<file path="src/common/serdes_consts.svh">
// ========================================
// K and D code values, FIFO size, CRC seed
// ========================================
`ifndef SERDES_CONSTS_SVH
`define SERDES_CONSTS_SVH

// Valid K codes seen on the link
`define K_COMMA     8'hBC   // K28.5
`define K_IDLE      8'h3C   // K28.1
`define K_PKT_START 8'hDC   // K28.6
`define K_PKT_END   8'h9C   // K28.4
`define K_XON       8'h5C   // K28.2
`define K_XOFF      8'h7C   // K28.3

// Invalid K codes, used by the link monitor
`define K_LOS       8'hFF   // K31.7, loss of signal
`define K_ERROR     8'h00   // K0.0, decode error

// Data byte paired with the comma as fill
`define D_56        8'hC5   // D5.6

// Receive FIFO address width, 2^AW - 1 usable entries
`define RX_FIFO_AW  9

// CRC-16 start value
`define CRC_INIT    16'hFFFF

`endif

</file>
<file path="src/common/serdes_sym_pkg.sv">
// ========================================
// Types of the decoded symbol stream
// ========================================
package serdes_sym_pkg;

   // One decoded byte
   typedef logic [7:0] sym_byte_t;

   // Two bytes, low byte first on the line
   typedef logic [15:0] half_word_t;

   // Symbol pair as delivered by the deserializer each cycle
   typedef struct packed {
      logic       k_msb;   // High byte is a K code
      logic       k_lsb;   // Low byte is a K code
      half_word_t data;
   } sym_pair_t;

endpackage

</file>
<file path="src/common/serdes_pkt_pkg.sv">
// ========================================
// Packet line, FIFO entry and framer types
// ========================================
package serdes_pkt_pkg;

   // Assembled line, first half-word in the low half
   typedef logic [31:0] line_t;

   // Counts reported to the consumer side
   typedef logic [15:0] fifo_level_t;

   // Consumer flags, bit 0 start, bit 1 end
   typedef logic [3:0] rx_flags_t;

   typedef struct packed {
      logic  error;
      logic  sop;
      logic  eop;
      line_t line;
   } rx_entry_t;

   // Packet framer states
   typedef enum logic [2:0] {
      IDLE,
      FIRSTLINE1,
      FIRSTLINE2,
      PKT1,
      PKT2,
      CRC_CHECK,
      ERROR,
      DONE
   } framer_state_t;

endpackage

</file>
<file path="src/serdes_rx/serdes_rx_framer.sv">
// ========================================
// Packet framer, line assembly and CRC check
// ========================================
`include "serdes_consts.svh"

module serdes_rx_framer (
   input  logic                       ser_rx_clk,
   input  logic                       rst_rxclk,
   input  serdes_sym_pkg::sym_pair_t  even_sym_i,
   input  serdes_sym_pkg::sym_pair_t  odd_sym_i,
   input  logic                       full_i,
   input  serdes_sym_pkg::half_word_t crc_value_i,
   output logic                       crc_clear_o,
   output logic                       crc_step_o,
   output serdes_sym_pkg::half_word_t crc_data_o,
   output logic                       fifo_write_o,
   output serdes_pkt_pkg::rx_entry_t  wr_entry_o
);
   import serdes_sym_pkg::*;
   import serdes_pkt_pkg::*;

   localparam sym_pair_t start_pair = {2'b11, `K_PKT_START, `K_PKT_START};
   localparam sym_pair_t end_pair   = {2'b11, `K_PKT_END, `K_PKT_END};
   localparam sym_pair_t comma_fill = {2'b10, `K_COMMA, `D_56};
   localparam sym_pair_t xon_fill   = {2'b11, `K_XON, `K_XON};
   localparam sym_pair_t xoff_fill  = {2'b11, `K_XOFF, `K_XOFF};

   framer_state_t state;
   logic          odd_sel;    // Packet locked to the odd alignment
   sym_pair_t     chosen;
   logic          is_data;
   logic          is_fill;
   half_word_t    half_q;     // First half of the line being built
   line_t         line_q;     // Completed line waiting for its write
   logic          held_q;
   logic          first_q;    // Held line opens the packet

   assign chosen  = odd_sel ? odd_sym_i : even_sym_i;
   assign is_data = !chosen.k_msb && !chosen.k_lsb;
   assign is_fill = (chosen == comma_fill) || (chosen == xon_fill) || (chosen == xoff_fill);

   // CRC restarts while idle and covers only payload half-words
   assign crc_clear_o = (state == IDLE);
   assign crc_step_o  = is_data && (state inside {FIRSTLINE1, FIRSTLINE2, PKT1, PKT2});
   assign crc_data_o  = chosen.data;

   always_ff @(posedge ser_rx_clk)
   begin
      if (rst_rxclk)
      begin
         state        <= IDLE;
         odd_sel      <= 1'b0;
         held_q       <= 1'b0;
         first_q      <= 1'b0;
         fifo_write_o <= 1'b0;
      end
      else
      begin
         fifo_write_o <= 1'b0;
         case (state)
            IDLE:
            begin
               held_q <= 1'b0;
               if (even_sym_i == start_pair)
               begin
                  odd_sel <= 1'b0;
                  state   <= FIRSTLINE1;
               end
               else if (odd_sym_i == start_pair)
               begin
                  odd_sel <= 1'b1;
                  state   <= FIRSTLINE1;
               end
            end

            FIRSTLINE1, PKT1:
            begin
               if (is_data)
               begin
                  half_q <= chosen.data;
                  state  <= (state == FIRSTLINE1) ? FIRSTLINE2 : PKT2;
               end
               else if ((state == PKT1) && (chosen == end_pair))
                  state <= CRC_CHECK;
               else if (!is_fill)   // Fill just stalls
                  state <= ERROR;
            end

            FIRSTLINE2, PKT2:
            begin
               if (is_data)
               begin
                  if (full_i)
                     state <= ERROR;
                  else
                  begin
                     // Previous line goes out now, the new one waits
                     if (held_q)
                     begin
                        fifo_write_o <= 1'b1;
                        wr_entry_o   <= '{error: 1'b0, sop: first_q, eop: 1'b0, line: line_q};
                     end
                     line_q  <= {chosen.data, half_q};
                     held_q  <= 1'b1;
                     first_q <= (state == FIRSTLINE2);
                     state   <= PKT1;
                  end
               end
               else if (!is_fill)
                  state <= ERROR;
            end

            CRC_CHECK:
            begin
               if (chosen == {2'b00, crc_value_i})
               begin
                  if (full_i)
                     state <= ERROR;
                  else
                  begin
                     fifo_write_o <= 1'b1;   // Last line closes the packet
                     wr_entry_o   <= '{error: 1'b0, sop: first_q, eop: 1'b1, line: line_q};
                     held_q       <= 1'b0;
                     state        <= DONE;
                  end
               end
               else if (!is_fill)
                  state <= ERROR;
            end

            ERROR:
            begin
               // Wait for room, then flag the broken packet
               if (!full_i)
               begin
                  fifo_write_o <= 1'b1;
                  wr_entry_o   <= '{error: 1'b1, sop: 1'b0, eop: 1'b0, line: '0};
                  held_q       <= 1'b0;
                  state        <= IDLE;
               end
            end

            DONE:
               state <= IDLE;

            default:
               state <= IDLE;
         endcase
      end
   end

endmodule

</file>
<file path="config.mk">
export PLATFORM = sky130hd
export DESIGN_NAME = serdes_rx_framer
export DESIGN_NICKNAME = d
export VERILOG_FILES = /design/src/common/serdes_sym_pkg.sv /design/src/common/serdes_pkt_pkg.sv /design/src/serdes_rx/serdes_rx_framer.sv
export VERILOG_INCLUDE_DIRS = /design/src /design/src/common
export SDC_FILE = /design/constraint.sdc
export NUM_CORES = 1
export LEC_CHECK = 0
export BUFFER_PORTS_ARGS = -buffer_cell sky130_fd_sc_hd__buf_4
export CORE_ASPECT_RATIO = 0.9
export CORE_MARGIN = 5
export CORE_UTILIZATION = 45
export CTS_CLUSTER_SIZE = 10
export DETAILED_ROUTE_END_ITERATION = 10
export PLACE_DENSITY = 0.78
export REMOVE_ABC_BUFFERS = 1
export SLEW_MARGIN = 10
export SYNTH_ARGS = -nofsm -noshare
export SYNTH_HDL_FRONTEND = slang
export SYNTH_SLANG_ARGS = --single-unit
</file>
<file path="constraint.sdc">
create_clock -name ser_rx_clk -period 14.4 [get_ports ser_rx_clk]
set_clock_uncertainty 0.15 [all_clocks]
set_input_delay 0.72 -clock ser_rx_clk [delete_from_list [all_inputs] [get_ports ser_rx_clk]]
set_output_delay 0.72 -clock ser_rx_clk [all_outputs]
set_load 0.005 [all_outputs]
</file>
## Word-level counts from Yosys, hierarchy flattened

Cells that the tools add are included.

- Reductions and logical operators: 21
- Bitwise operators: 2
- Multiplexer cells: 33
- Equal/unequal tests: 21

Operators with widths:

| kind | number |
|---|---|
| 35-bit 2-to-1 mux | 6 |
| 18-bit equality test, second input constant | 6 |
| 35-bit one-hot mux with 3 select lines | 1 |
| 3-bit 2-to-1 mux | 10 |
| 18-bit by 16-bit equality test with 1-bit output | 1 |
| 18-bit 2-to-1 mux | 1 |
| 3-bit one-hot mux with 6 select lines | 1 |
| 3-bit equality test, second input constant | 4 |
| 1-bit 2-to-1 mux | 12 |
| 2-bit inequality test, second input constant | 6 |
| 4-bit AND reduction | 2 |
| 8-bit AND reduction | 1 |
| 4-bit nonzero test | 2 |
| 3-bit by 2-bit equality test with 1-bit output, second input constant | 2 |
| 3-bit AND reduction | 2 |
| 1-bit one-hot mux with 4 select lines | 1 |
| 2-bit AND reduction | 2 |
| 2-bit OR reduction | 2 |
| 3-bit by 1-bit equality test with 1-bit output, second input constant | 1 |
| 1-bit logical AND | 3 |
| 3-bit zero test | 1 |
| 3-bit by 1-bit inequality test with 1-bit output, second input constant | 1 |
| 1-bit one-hot mux with 3 select lines | 1 |
| 3-bit nonzero test | 1 |
| other kinds (4) | 7 |

- Register bits: 90

## Depth between registers and ports, before layout

Gate-level depths: netlist of the first run.

- Word-level depth: 8
- Gate-level depth with buffers: 8
- Mapped depth without buffers: 6

## Least setup slack after synthesis of the first run

OpenSTA, ideal clock, no wires.

- Path kind: input -> register
- From: input port even_sym_i[16] (netlist bit)
- To: register line_q[0], enable pin
- Path slack: 9.391 ns
- Stages: 4
- Data required time: 13.748 ns
- Arrival time: 4.357 ns
- Path through: nor3_1 -> a21o_1 -> nand2_1 -> nor4_1

- Longest elaborated chain between the ends: 4

RTL lines:

| what | RTL line | text |
|---|---|---|
| from (decl) | serdes_rx_framer.sv:9 | `input serdes_sym_pkg::sym_pair_t even_sym_i,` |
| 18-bit 2-to-1 mux | serdes_rx_framer.sv:38 | `assign chosen = odd_sel ? odd_sym_i : even_sym_i;` |
| 1-bit zero test | serdes_rx_framer.sv:39 | `assign is_data = !chosen.k_msb && !chosen.k_lsb;` |
| 1-bit logical AND | serdes_rx_framer.sv:39 |  |
| 4-bit AND reduction (no line) | n/a |  |
| to (signal assigned) | serdes_rx_framer.sv:103 | `line_q <= {chosen.data, half_q};` |
| to (decl) | serdes_rx_framer.sv:34 | `line_t line_q;` |

No other way between the ends.
A chain may end at the register's enable or synchronous reset.

## Worst setup path in the final report of the first run

- From: register odd_sel
- To: register wr_entry_o[29] (netlist bit), enable pin

- Longest elaborated chain between the ends: 5

RTL lines:

| what | RTL line | text |
|---|---|---|
| from (decl) | serdes_rx_framer.sv:29 | `logic odd_sel;` |
| from (signal assigned) | serdes_rx_framer.sv:52 | `odd_sel <= 1'b0;` |
| from (signal assigned) | serdes_rx_framer.sv:66 | `odd_sel <= 1'b0;` |
| from (signal assigned) | serdes_rx_framer.sv:71 | `odd_sel <= 1'b1;` |
| 18-bit 2-to-1 mux (*) | serdes_rx_framer.sv:38 |  |
| parallel branches: the longest is 3 deep, another holds 18-bit by 16-bit equality test with 1-bit output | n/a |  |
| 8-bit AND reduction (no line) (*) | n/a |  |
| to (signal assigned) | serdes_rx_framer.sv:101 | `wr_entry_o <= '{error: 1'b0, sop: first_q, eop: 1'b0, line: line_q};` |
| to (signal assigned) | serdes_rx_framer.sv:122 | `wr_entry_o <= '{error: 1'b0, sop: first_q, eop: 1'b1, line: line_q};` |
| to (signal assigned) | serdes_rx_framer.sv:137 | `wr_entry_o <= '{error: 1'b1, sop: 1'b0, eop: 1'b0, line: '0};` |
| to (decl) | serdes_rx_framer.sv:17 | `output serdes_pkt_pkg::rx_entry_t wr_entry_o` |

Every way passes the cells marked *.

==> results of run 1 <==
==> layer usage <==
metal	GRT usage	vias to the layer above	wire [µm]
met2	0.2865	131	4519
met3	0.05239	9	837
met4	0.04078	0	61
met5	0	-	0
li1	-	1292	-
met1	0.2386	1261	3859
==> logic make-up after synthesis <==
kind of cell	count (synthesis)	synth area share
mux	18	0.05473
simple gates	100	0.1474
buf+inv	23	0.02784
flops	90	0.6656
xor+xnor	19	0.04208
compound gates	37	0.06232
==> layout make-up <==
class,instances,area (µm²),share of cell area
Multi-Input combinational cell,174,1224,0.2401
Clock buffer,9,123.9,0.02430
Inverter,11,41.29,0.008100
Tap cell,119,148.9,0.02921
Clock inverter,7,86.33,0.01694
Timing Repair Buffer,112,840.8,0.1649
Sequential cell,90,2633,0.5164
==> per-stage QoR <==
stage / instances / area [µm²]
final: 522 / 5097
after global routing: 522 / 5097
after CTS: 522 / 5097
after detailed placement: 506 / 4887
after global placement: 506 / 4887
after floorplan: 275 / 3886
==> cells in the final DEF, fill, tap and decap left out, types with 2 or more instances in the layout <==
master                     instances
sky130_fd_sc_hd__nand3_1           5
sky130_fd_sc_hd__nand3b_1          3
sky130_fd_sc_hd__clkinv_8          3
sky130_fd_sc_hd__nor4_2            2
sky130_fd_sc_hd__mux2i_1           6
sky130_fd_sc_hd__and4b_1           3
sky130_fd_sc_hd__clkbuf_8          9
sky130_fd_sc_hd__buf_4           112
sky130_fd_sc_hd__clkinv_4          3
sky130_fd_sc_hd__xnor2_1           6
sky130_fd_sc_hd__mux2_2            5
sky130_fd_sc_hd__nor2_1           14
sky130_fd_sc_hd__o21ai_1           3
sky130_fd_sc_hd__a21o_1            2
sky130_fd_sc_hd__a22oi_1           2
sky130_fd_sc_hd__a211oi_1          2
sky130_fd_sc_hd__o21ai_0           6
sky130_fd_sc_hd__mux2_4            5
sky130_fd_sc_hd__nand2b_1          3
sky130_fd_sc_hd__inv_1            11
sky130_fd_sc_hd__o21a_1            2
sky130_fd_sc_hd__nand2_1           9
sky130_fd_sc_hd__edfxtp_1         83
sky130_fd_sc_hd__nor3_1            7
sky130_fd_sc_hd__a21oi_1           9
sky130_fd_sc_hd__and2_1           34
sky130_fd_sc_hd__nor3b_1           2
sky130_fd_sc_hd__xor2_1           13
sky130_fd_sc_hd__dfxtp_1           7
sky130_fd_sc_hd__nand4_1           5
sky130_fd_sc_hd__nor4_1            7
==> critical path, delay by kind of cell (launching register included) <==
kind | cells | cell delay [ns]
flip-flops | 1 | 0.55
AO/OA/AOI/OAI | 1 | 0.48
XOR/XNOR | 1 | 0.15
buffers and inverters | 2 | 0.80
AND/OR/NAND/NOR | 3 | 0.83
multiplexers | 1 | 0.42
==> report_power, final <==
group	switching [mW]	leakage [nW]	internal (mW)	total (mW)
Clock	0.101	0.104	0.0691	0.171
Combinational	0.0542	0.990	0.0473	0.102
Sequential	0.0136	0.804	0.298	0.312
==> registers in the layout, indices dropped and copies added, names as in the netlist <==
register      cells
wr_entry_o       35
line_q           32
half_q           16
state             3
fifo_write_o      1
first_q           1
held_q            1
odd_sel           1
==> path summary, 6_finish.rpt <==
| kind | startpoint | end | slack [ns] | cells past startpoint |
|---|---|---|---|---|
| max | odd_sel$_SDFFE_PP0P_ | wr_entry_o[29]$_DFFE_PP_ | 10.69 | 8 |
| min | half_q[6]$_DFFE_PP_ | line_q[6]$_DFFE_PP_ | 0.27 | 0 |
| max reg2reg | odd_sel$_SDFFE_PP0P_ | wr_entry_o[29]$_DFFE_PP_ | 10.69 | 8 |
| min reg2reg | half_q[6]$_DFFE_PP_ | line_q[6]$_DFFE_PP_ | 0.27 | 0 |
==> flow_summary.rst, run 1 <==
.. list-table::
   :header-rows: 1

   * - Metric
     - Value
   * - Synthesized area per cell
     - 13.78 µm²
   * - Die outline height
     - 98.94 µm
   * - Final core area utilization
     - 0.5949
   * - Number of max-slew violations in the final report
     - 0
   * - CP Capture Type
     - flip-flop
   * - Routed wire per std cell
     - 17.77 µm
   * - Summed instance area of the synthesized netlist
     - 3955 µm²
   * - Setup Slack @ Placement
     - 10.73 ns
   * - Synth top area share
     - 0.6302
   * - Sinks on the clock net
     - 90
   * - Worst path required time
     - 14.29 ns
   * - RSZ-0062 raised after global routing
     - no
   * - Layout overhead on the synthesized area
     - 28.88%
   * - Cells taking the most area after synthesis
     - sky130_fd_sc_hd__edfxtp_1 (63%), sky130_fd_sc_hd__and2_1 (5.4%), sky130_fd_sc_hd__dfxtp_1 (3.5%), sky130_fd_sc_hd__xor2_1 (2.9%), sky130_fd_sc_hd__mux2_4 (1.9%)
   * - Worst-case hold slack
     - 0.2655 ns
   * - Crit path arrival time
     - 3.60 ns
   * - Biggest fanout along the worst timing path
     - 26
   * - Yosys reg bits
     - 90
   * - Initial core utilization
     - 0.4616
   * - Distinct cells, synth
     - 49
   * - Gate count after technology mapping
     - 287
   * - Final HPWL from detailed placement
     - 6963 µm
   * - Final Hold Viols
     - 0
   * - CTS tree
     - done
   * - Number of fill cells in the layout
     - 720
   * - Total global routing track utilization
     - 0.1779
   * - Largest net degree at the start of global routing
     - 35
   * - Post-CTS sizing
     - 0
   * - Placer Congestion
     - 0.9465
   * - Initial antenna violation count
     - 0
   * - Number of levels in the clock H-tree
     - 3
   * - Final setup margin
     - 10.69 ns
   * - First-pass DRT Iterations
     - 5
   * - Cell occurring most often along the worst timing path
     - sky130_fd_sc_hd__buf_4
   * - Leading cell type by number of instances after synthesis
     - sky130_fd_sc_hd__edfxtp_1
   * - Min Clock Period, post-route
     - 3.709 ns
   * - Path type of the worst min-delay path
     - flip-flop to flip-flop
   * - Global-route wire length before repair
     - 14440 µm
   * - Max-cap check violation count
     - 0
   * - Share of cells above drive strength 1
     - 0.3573
   * - Sum of overflow across all layers after global routing
     - 0
   * - I/O pin total
     - 109
   * - Relative slew slack
     - 0.3394
   * - List of most frequent post-synthesis cells
     - sky130_fd_sc_hd__edfxtp_1 (83), sky130_fd_sc_hd__and2_1 (34), sky130_fd_sc_hd__nor2_1 (14)
   * - Core Rows
     - 32
   * - Critical Path Source Type
     - flip-flop
   * - CTS root buf
     - sky130_fd_sc_hd__clkbuf_8
   * - Final count of negative-setup-slack endpoints
     - 0
   * - Static Leak
     - 1.899 nW
   * - Worst-path cell chain
     - buf_4 > mux2_2 > xor2_1 > nor4_1 > nand4_1 > nor3_1 > o21a_1 > buf_4
   * - Die X
     - 108.8 µm
   * - Peak Freq
     - 0.2696 GHz
   * - Clock-pin slew on the worst setup and hold paths
     - 0.10 ns
   * - Area of the placeable core
     - 8568 µm²
   * - Buffers on Ports
     - 108
   * - Sum of negative setup slack
     - 0 ns
   * - Final worst path period share
     - 0.2575
   * - Number of global-route vias before repair
     - 2679
   * - Count of vias placed by the detailed router
     - 2693
   * - Worst stage delay on the critical path
     - 0.55 ns
   * - Slew at the pin closest to its max-slew limit
     - 0.9882 ns
   * - Post-detailed-routing wire length
     - 9278 µm
   * - Commonest register cell after synthesis
     - sky130_fd_sc_hd__edfxtp_1
   * - Avg Vias per Cell
     - 5.159
   * - Setup repair bufs after CTS
     - 0
   * - Final #Nets
     - 453
   * - Run status
     - complete, no violations
   * - Post-route antenna net violation count
     - 0
   * - Total inserted antenna cells
     - 0
   * - Type of the worst setup path
     - flip-flop to flip-flop
   * - Total clock buffers created by CTS
     - 9
   * - Number of enable flip-flop cells after synthesis
     - 83
   * - First-iteration detailed-routing DRC count
     - 260
   * - Master of the slowest instance on the critical path
     - sky130_fd_sc_hd__dfxtp_1
   * - Quantity of hold-fixing buffers added after cts
     - 0
   * - Sequential fraction of the synthesis area
     - 0.6656
   * - # DRC
     - 0
   * - Pwr Density
     - 114.6 nW/µm²
   * - Buffers from clock root to sink, at most
     - 2
   * - Overall power
     - 584.1 µW
   * - Ys async rst share
     - 0
   * - Cell type with the largest total area after synthesis
     - sky130_fd_sc_hd__edfxtp_1
   * - Maximum ir drop on the vdd rail
     - 0.07294 mV
   * - Die area
     - 10770 µm²
   * - Warnings, synthesis
     - 0
   * - Skew-Pair Late Insertion Delay
     - 0.36 ns
Note: power is estimated with default switching activity, not from simulation.
==> run 2, diff against run 1 <==
- PLACE_DENSITY: 0.78 -> 0.81
- clock period: 14.4 -> 3.05 ns (I/O delays scaled with it)
==> run 2 against run 1 <==
  * Clock power grew to 4.4 times the previous value
  * Sequential cell count is the same
  * Cell area grew 2.2%
  * Largest power group unchanged
  * Setup slack lost 10 ns
  * Critical path depth is the same
  * Combinational power grew to 4.7 times the previous value
  * Register-to-register slack lost 10 ns
  * Via count grew 3.6%
==> flow_summary.rst, run 2 (synthesis results as in run 1) <==
.. list-table::
   :header-rows: 1

   * - Metric
     - Value
   * - Die area
     - 10770 µm² (unchanged)
   * - Placer Congestion
     - 0.8756 (was 0.9465)
   * - Worst-path cell chain
     - buf_12 > mux2_1 > xor2_1 > nor4_1 > nand4_1 > nor3_2 > o21a_1 > buf_4 (was buf_4 > mux2_2 > xor2_1 > nor4_1 > nand4_1 > nor3_1 > o21a_1 > buf_4)
   * - Final design instance area without fill
     - 5210 µm² (was 5097 µm²)
   * - Static Leak
     - 1.943 nW (was 1.899 nW)
   * - Relative slew slack
     - 0.6235 (was 0.3394)
   * - Depth of the worst hold-timing path
     - 2 (was 0)
   * - Core Rows
     - 32 (unchanged)
   * - Number of levels in the clock H-tree
     - 3 (unchanged)
   * - Critical R2R Launch
     - odd_sel$_SDFFE_PP0P_ (unchanged)
   * - Critical Path Source Type
     - flip-flop (unchanged)
   * - Commonest non-fill, non-tap cell in the layout
     - sky130_fd_sc_hd__buf_4 (unchanged)
   * - Skew-Pair Late Insertion Delay
     - 0.36 ns (about the same)
   * - Total inserted antenna cells
     - 0 (unchanged)
   * - Final HPWL from detailed placement
     - 7330 µm (was 6963 µm)
   * - Overall power
     - 2.714 mW (was 584.1 µW)
   * - Number of max-slew violations in the final report
     - 0 (unchanged)
   * - # DRC
     - 0 (unchanged)
   * - End of the worst register-to-register path
     - wr_entry_o[14]$_DFFE_PP_ (was wr_entry_o[29]$_DFFE_PP_)
   * - Count of vias placed by the detailed router
     - 2789 (was 2693)
   * - Type of the worst setup path
     - flip-flop to flip-flop (unchanged)
   * - Initial antenna violation count
     - 0 (unchanged)
   * - Routed wire per std cell
     - 17.93 µm (was 17.77 µm)
   * - Largest net degree at the start of global routing
     - 35 (unchanged)
   * - Sum of overflow across all layers after global routing
     - 0 (unchanged)
   * - First-pass DRT Iterations
     - 4 (was 5)
   * - Initial core utilization
     - 0.4616 (unchanged)
   * - Worst-case hold slack
     - 0.01831 ns (was 0.2655 ns)
   * - Setup Slack @ Placement
     - 0.2149 ns (was 10.73 ns)
   * - Final setup margin
     - 0.2638 ns (was 10.69 ns)
   * - Total clock buffers created by CTS
     - 9 (unchanged)
   * - Register-to-register setup slack
     - 0.26 ns (was 10.69 ns)
   * - Min Clock Period, post-route
     - 2.786 ns (was 3.709 ns)
   * - Post-detailed-routing wire length
     - 9594 µm (was 9278 µm)
   * - Layout overhead on the synthesized area
     - 31.73% (was 28.88%)
   * - RSZ-0062 raised after global routing
     - no (unchanged)
   * - Flip-flop count of the largest register after layout
     - 35 (unchanged)
   * - Register with the most flip-flops
     - wr_entry_o (unchanged)
   * - Number of fill cells in the layout
     - 707 (was 720)
   * - CTS root buf
     - sky130_fd_sc_hd__clkbuf_8 (unchanged)
   * - CTS tree
     - done (unchanged)
   * - Pwr Density
     - 521.0 nW/µm² (was 114.6 nW/µm²)
   * - Worst path required time
     - 2.95 ns (was 14.29 ns)
   * - Buffers on Ports
     - 108 (unchanged)
   * - Final count of negative-setup-slack endpoints
     - 0 (unchanged)
   * - Avg Vias per Cell
     - 5.213 (was 5.159)
   * - Area of the placeable core
     - 8568 µm² (unchanged)
   * - Share of cells above drive strength 1
     - 0.3582 (was 0.3573)
   * - Top flop regs
     - wr_entry_o (35), line_q (32), half_q (16) (unchanged)
   * - Slew at the pin closest to its max-slew limit
     - 0.5616 ns (was 0.9882 ns)
   * - Die outline height
     - 98.94 µm (unchanged)
   * - HP Start
     - odd_sym_i[3] (was half_q[6]$_DFFE_PP_)
   * - I/O pin total
     - 109 (unchanged)
   * - Run status
     - complete, no violations (unchanged)
   * - Worst stage delay on the critical path
     - 0.40 ns (was 0.55 ns)
   * - Crit path arrival time
     - 2.69 ns (was 3.60 ns)
   * - Buffers from clock root to sink, at most
     - 2 (unchanged)
   * - Global-route wire length before repair
     - 14990 µm (was 14440 µm)
   * - Post-route antenna net violation count
     - 0 (unchanged)
   * - Setup repair bufs after CTS
     - 0 (unchanged)
   * - Die X
     - 108.8 µm (unchanged)
   * - Final #Nets
     - 466 (was 453)
   * - Final worst path period share
     - 0.9135 (was 0.2575)
   * - Register-to-Register Path Depth
     - 8 (unchanged)
   * - Total global routing track utilization
     - 0.1854 (was 0.1779)
   * - Number of global-route vias before repair
     - 2816 (was 2679)
   * - CP Capture Type
     - flip-flop (unchanged)
   * - Clock-pin slew on the worst setup and hold paths
     - 0.09 ns (was 0.10 ns)
   * - Maximum ir drop on the vdd rail
     - 0.2223 mV (was 0.07294 mV)
   * - Peak Freq
     - 0.3589 GHz (was 0.2696 GHz)
   * - Hold endpoint
     - line_q[19]$_DFFE_PP_ (was line_q[6]$_DFFE_PP_)
   * - First-iteration detailed-routing DRC count
     - 153 (was 260)
   * - Final Hold Viols
     - 0 (unchanged)
   * - Max-cap check violation count
     - 0 (unchanged)
   * - Sinks on the clock net
     - 90 (unchanged)
   * - Area after DPL
     - 4930 µm² (was 4887 µm²)
   * - Master of the slowest instance on the critical path
     - sky130_fd_sc_hd__mux2_1 (was sky130_fd_sc_hd__dfxtp_1)
   * - Commonest non-fill, non-tap cells in the layout
     - sky130_fd_sc_hd__buf_4 (115), sky130_fd_sc_hd__edfxtp_1 (83), sky130_fd_sc_hd__and2_1 (34), sky130_fd_sc_hd__nor2_1 (14), sky130_fd_sc_hd__xor2_1 (13) (was sky130_fd_sc_hd__buf_4 (112), sky130_fd_sc_hd__edfxtp_1 (83), sky130_fd_sc_hd__and2_1 (34), sky130_fd_sc_hd__nor2_1 (14), sky130_fd_sc_hd__xor2_1 (13))
   * - Biggest fanout along the worst timing path
     - 23 (was 26)
   * - Sum of negative setup slack
     - 0 ns (unchanged)
   * - Path type of the worst min-delay path
     - primary input to flip-flop (was flip-flop to flip-flop)
[run 2: how the worst max path moves through the flow]
stage	from	endpoint	slack [ns]	depth (start not counted)
finish	odd_sel$_SDFFE_PP0P_	wr_entry_o[14]$_DFFE_PP_	0.26	8
global route	odd_sel$_SDFFE_PP0P_	wr_entry_o[14]$_DFFE_PP_	0.04	8
CTS	odd_sel$_SDFFE_PP0P_	wr_entry_o[18]$_DFFE_PP_	0.19	8
detailed placement	odd_sel$_SDFFE_PP0P_	wr_entry_o[2]$_DFFE_PP_	0.21	8
global placement	odd_sel$_SDFFE_PP0P_	wr_entry_o[16]$_DFFE_PP_	0.28	8
floorplan	odd_sel$_SDFFE_PP0P_	line_q[0]$_DFFE_PP_	-2.16	3
[run 2: cell type report]
class                      instances  area [µm²]  share of cell area
timing repair buffer             125       973.4              0.1868
tap                              119       148.9             0.02858
clock inverter                     7       61.31             0.01177
sequential                        90        2633              0.5053
clock buffer                       9       123.9             0.02378
inverter                          11       41.29            0.007925
multi-input combinational        174        1229              0.2358
[run 2: repair_timing]
action	4_1_cts	5_1_grt
hold buffers	8	1
resized for setup	0	1
setup endpoints to repair	0	21
endpoints found under the hold margin	11	1
[run 2: power by group]
group          switching [mW]  leakage, nW  internal, mW
Sequential             0.0651        0.804          1.41
Clock                   0.446       0.0884         0.310
Combinational           0.251         1.05         0.233
[run 2: layer usage]
| metal | vias up | global-route usage | wire (µm) | share of wire |
|---|---|---|---|---|
| met5 | - | 0 | 0 | 0 |
| met4 | 0 | 0.06019 | 180 | 0.019 |
| met3 | 16 | 0.06811 | 870 | 0.091 |
| met2 | 131 | 0.2912 | 4590 | 0.48 |
| met1 | 1326 | 0.2386 | 3954 | 0.41 |
| li1 | 1316 | - | - | - |
[run 2: metrics by stage]
step                instances  utilization
floorplan                 275            -
global placement          510       0.5754
detailed placement        510       0.5754
CTS                       534       0.6063
global route              535       0.6081
finish                    535       0.6081
[run 2: critical path, delay by kind of cell, from the launching register on]
kind / cells / cell delay, ns
simple gates: 3 / 0.76
mux: 1 / 0.40
buf+inv: 2 / 0.45
flops: 1 / 0.39
xor+xnor: 1 / 0.16
compound gates: 1 / 0.16
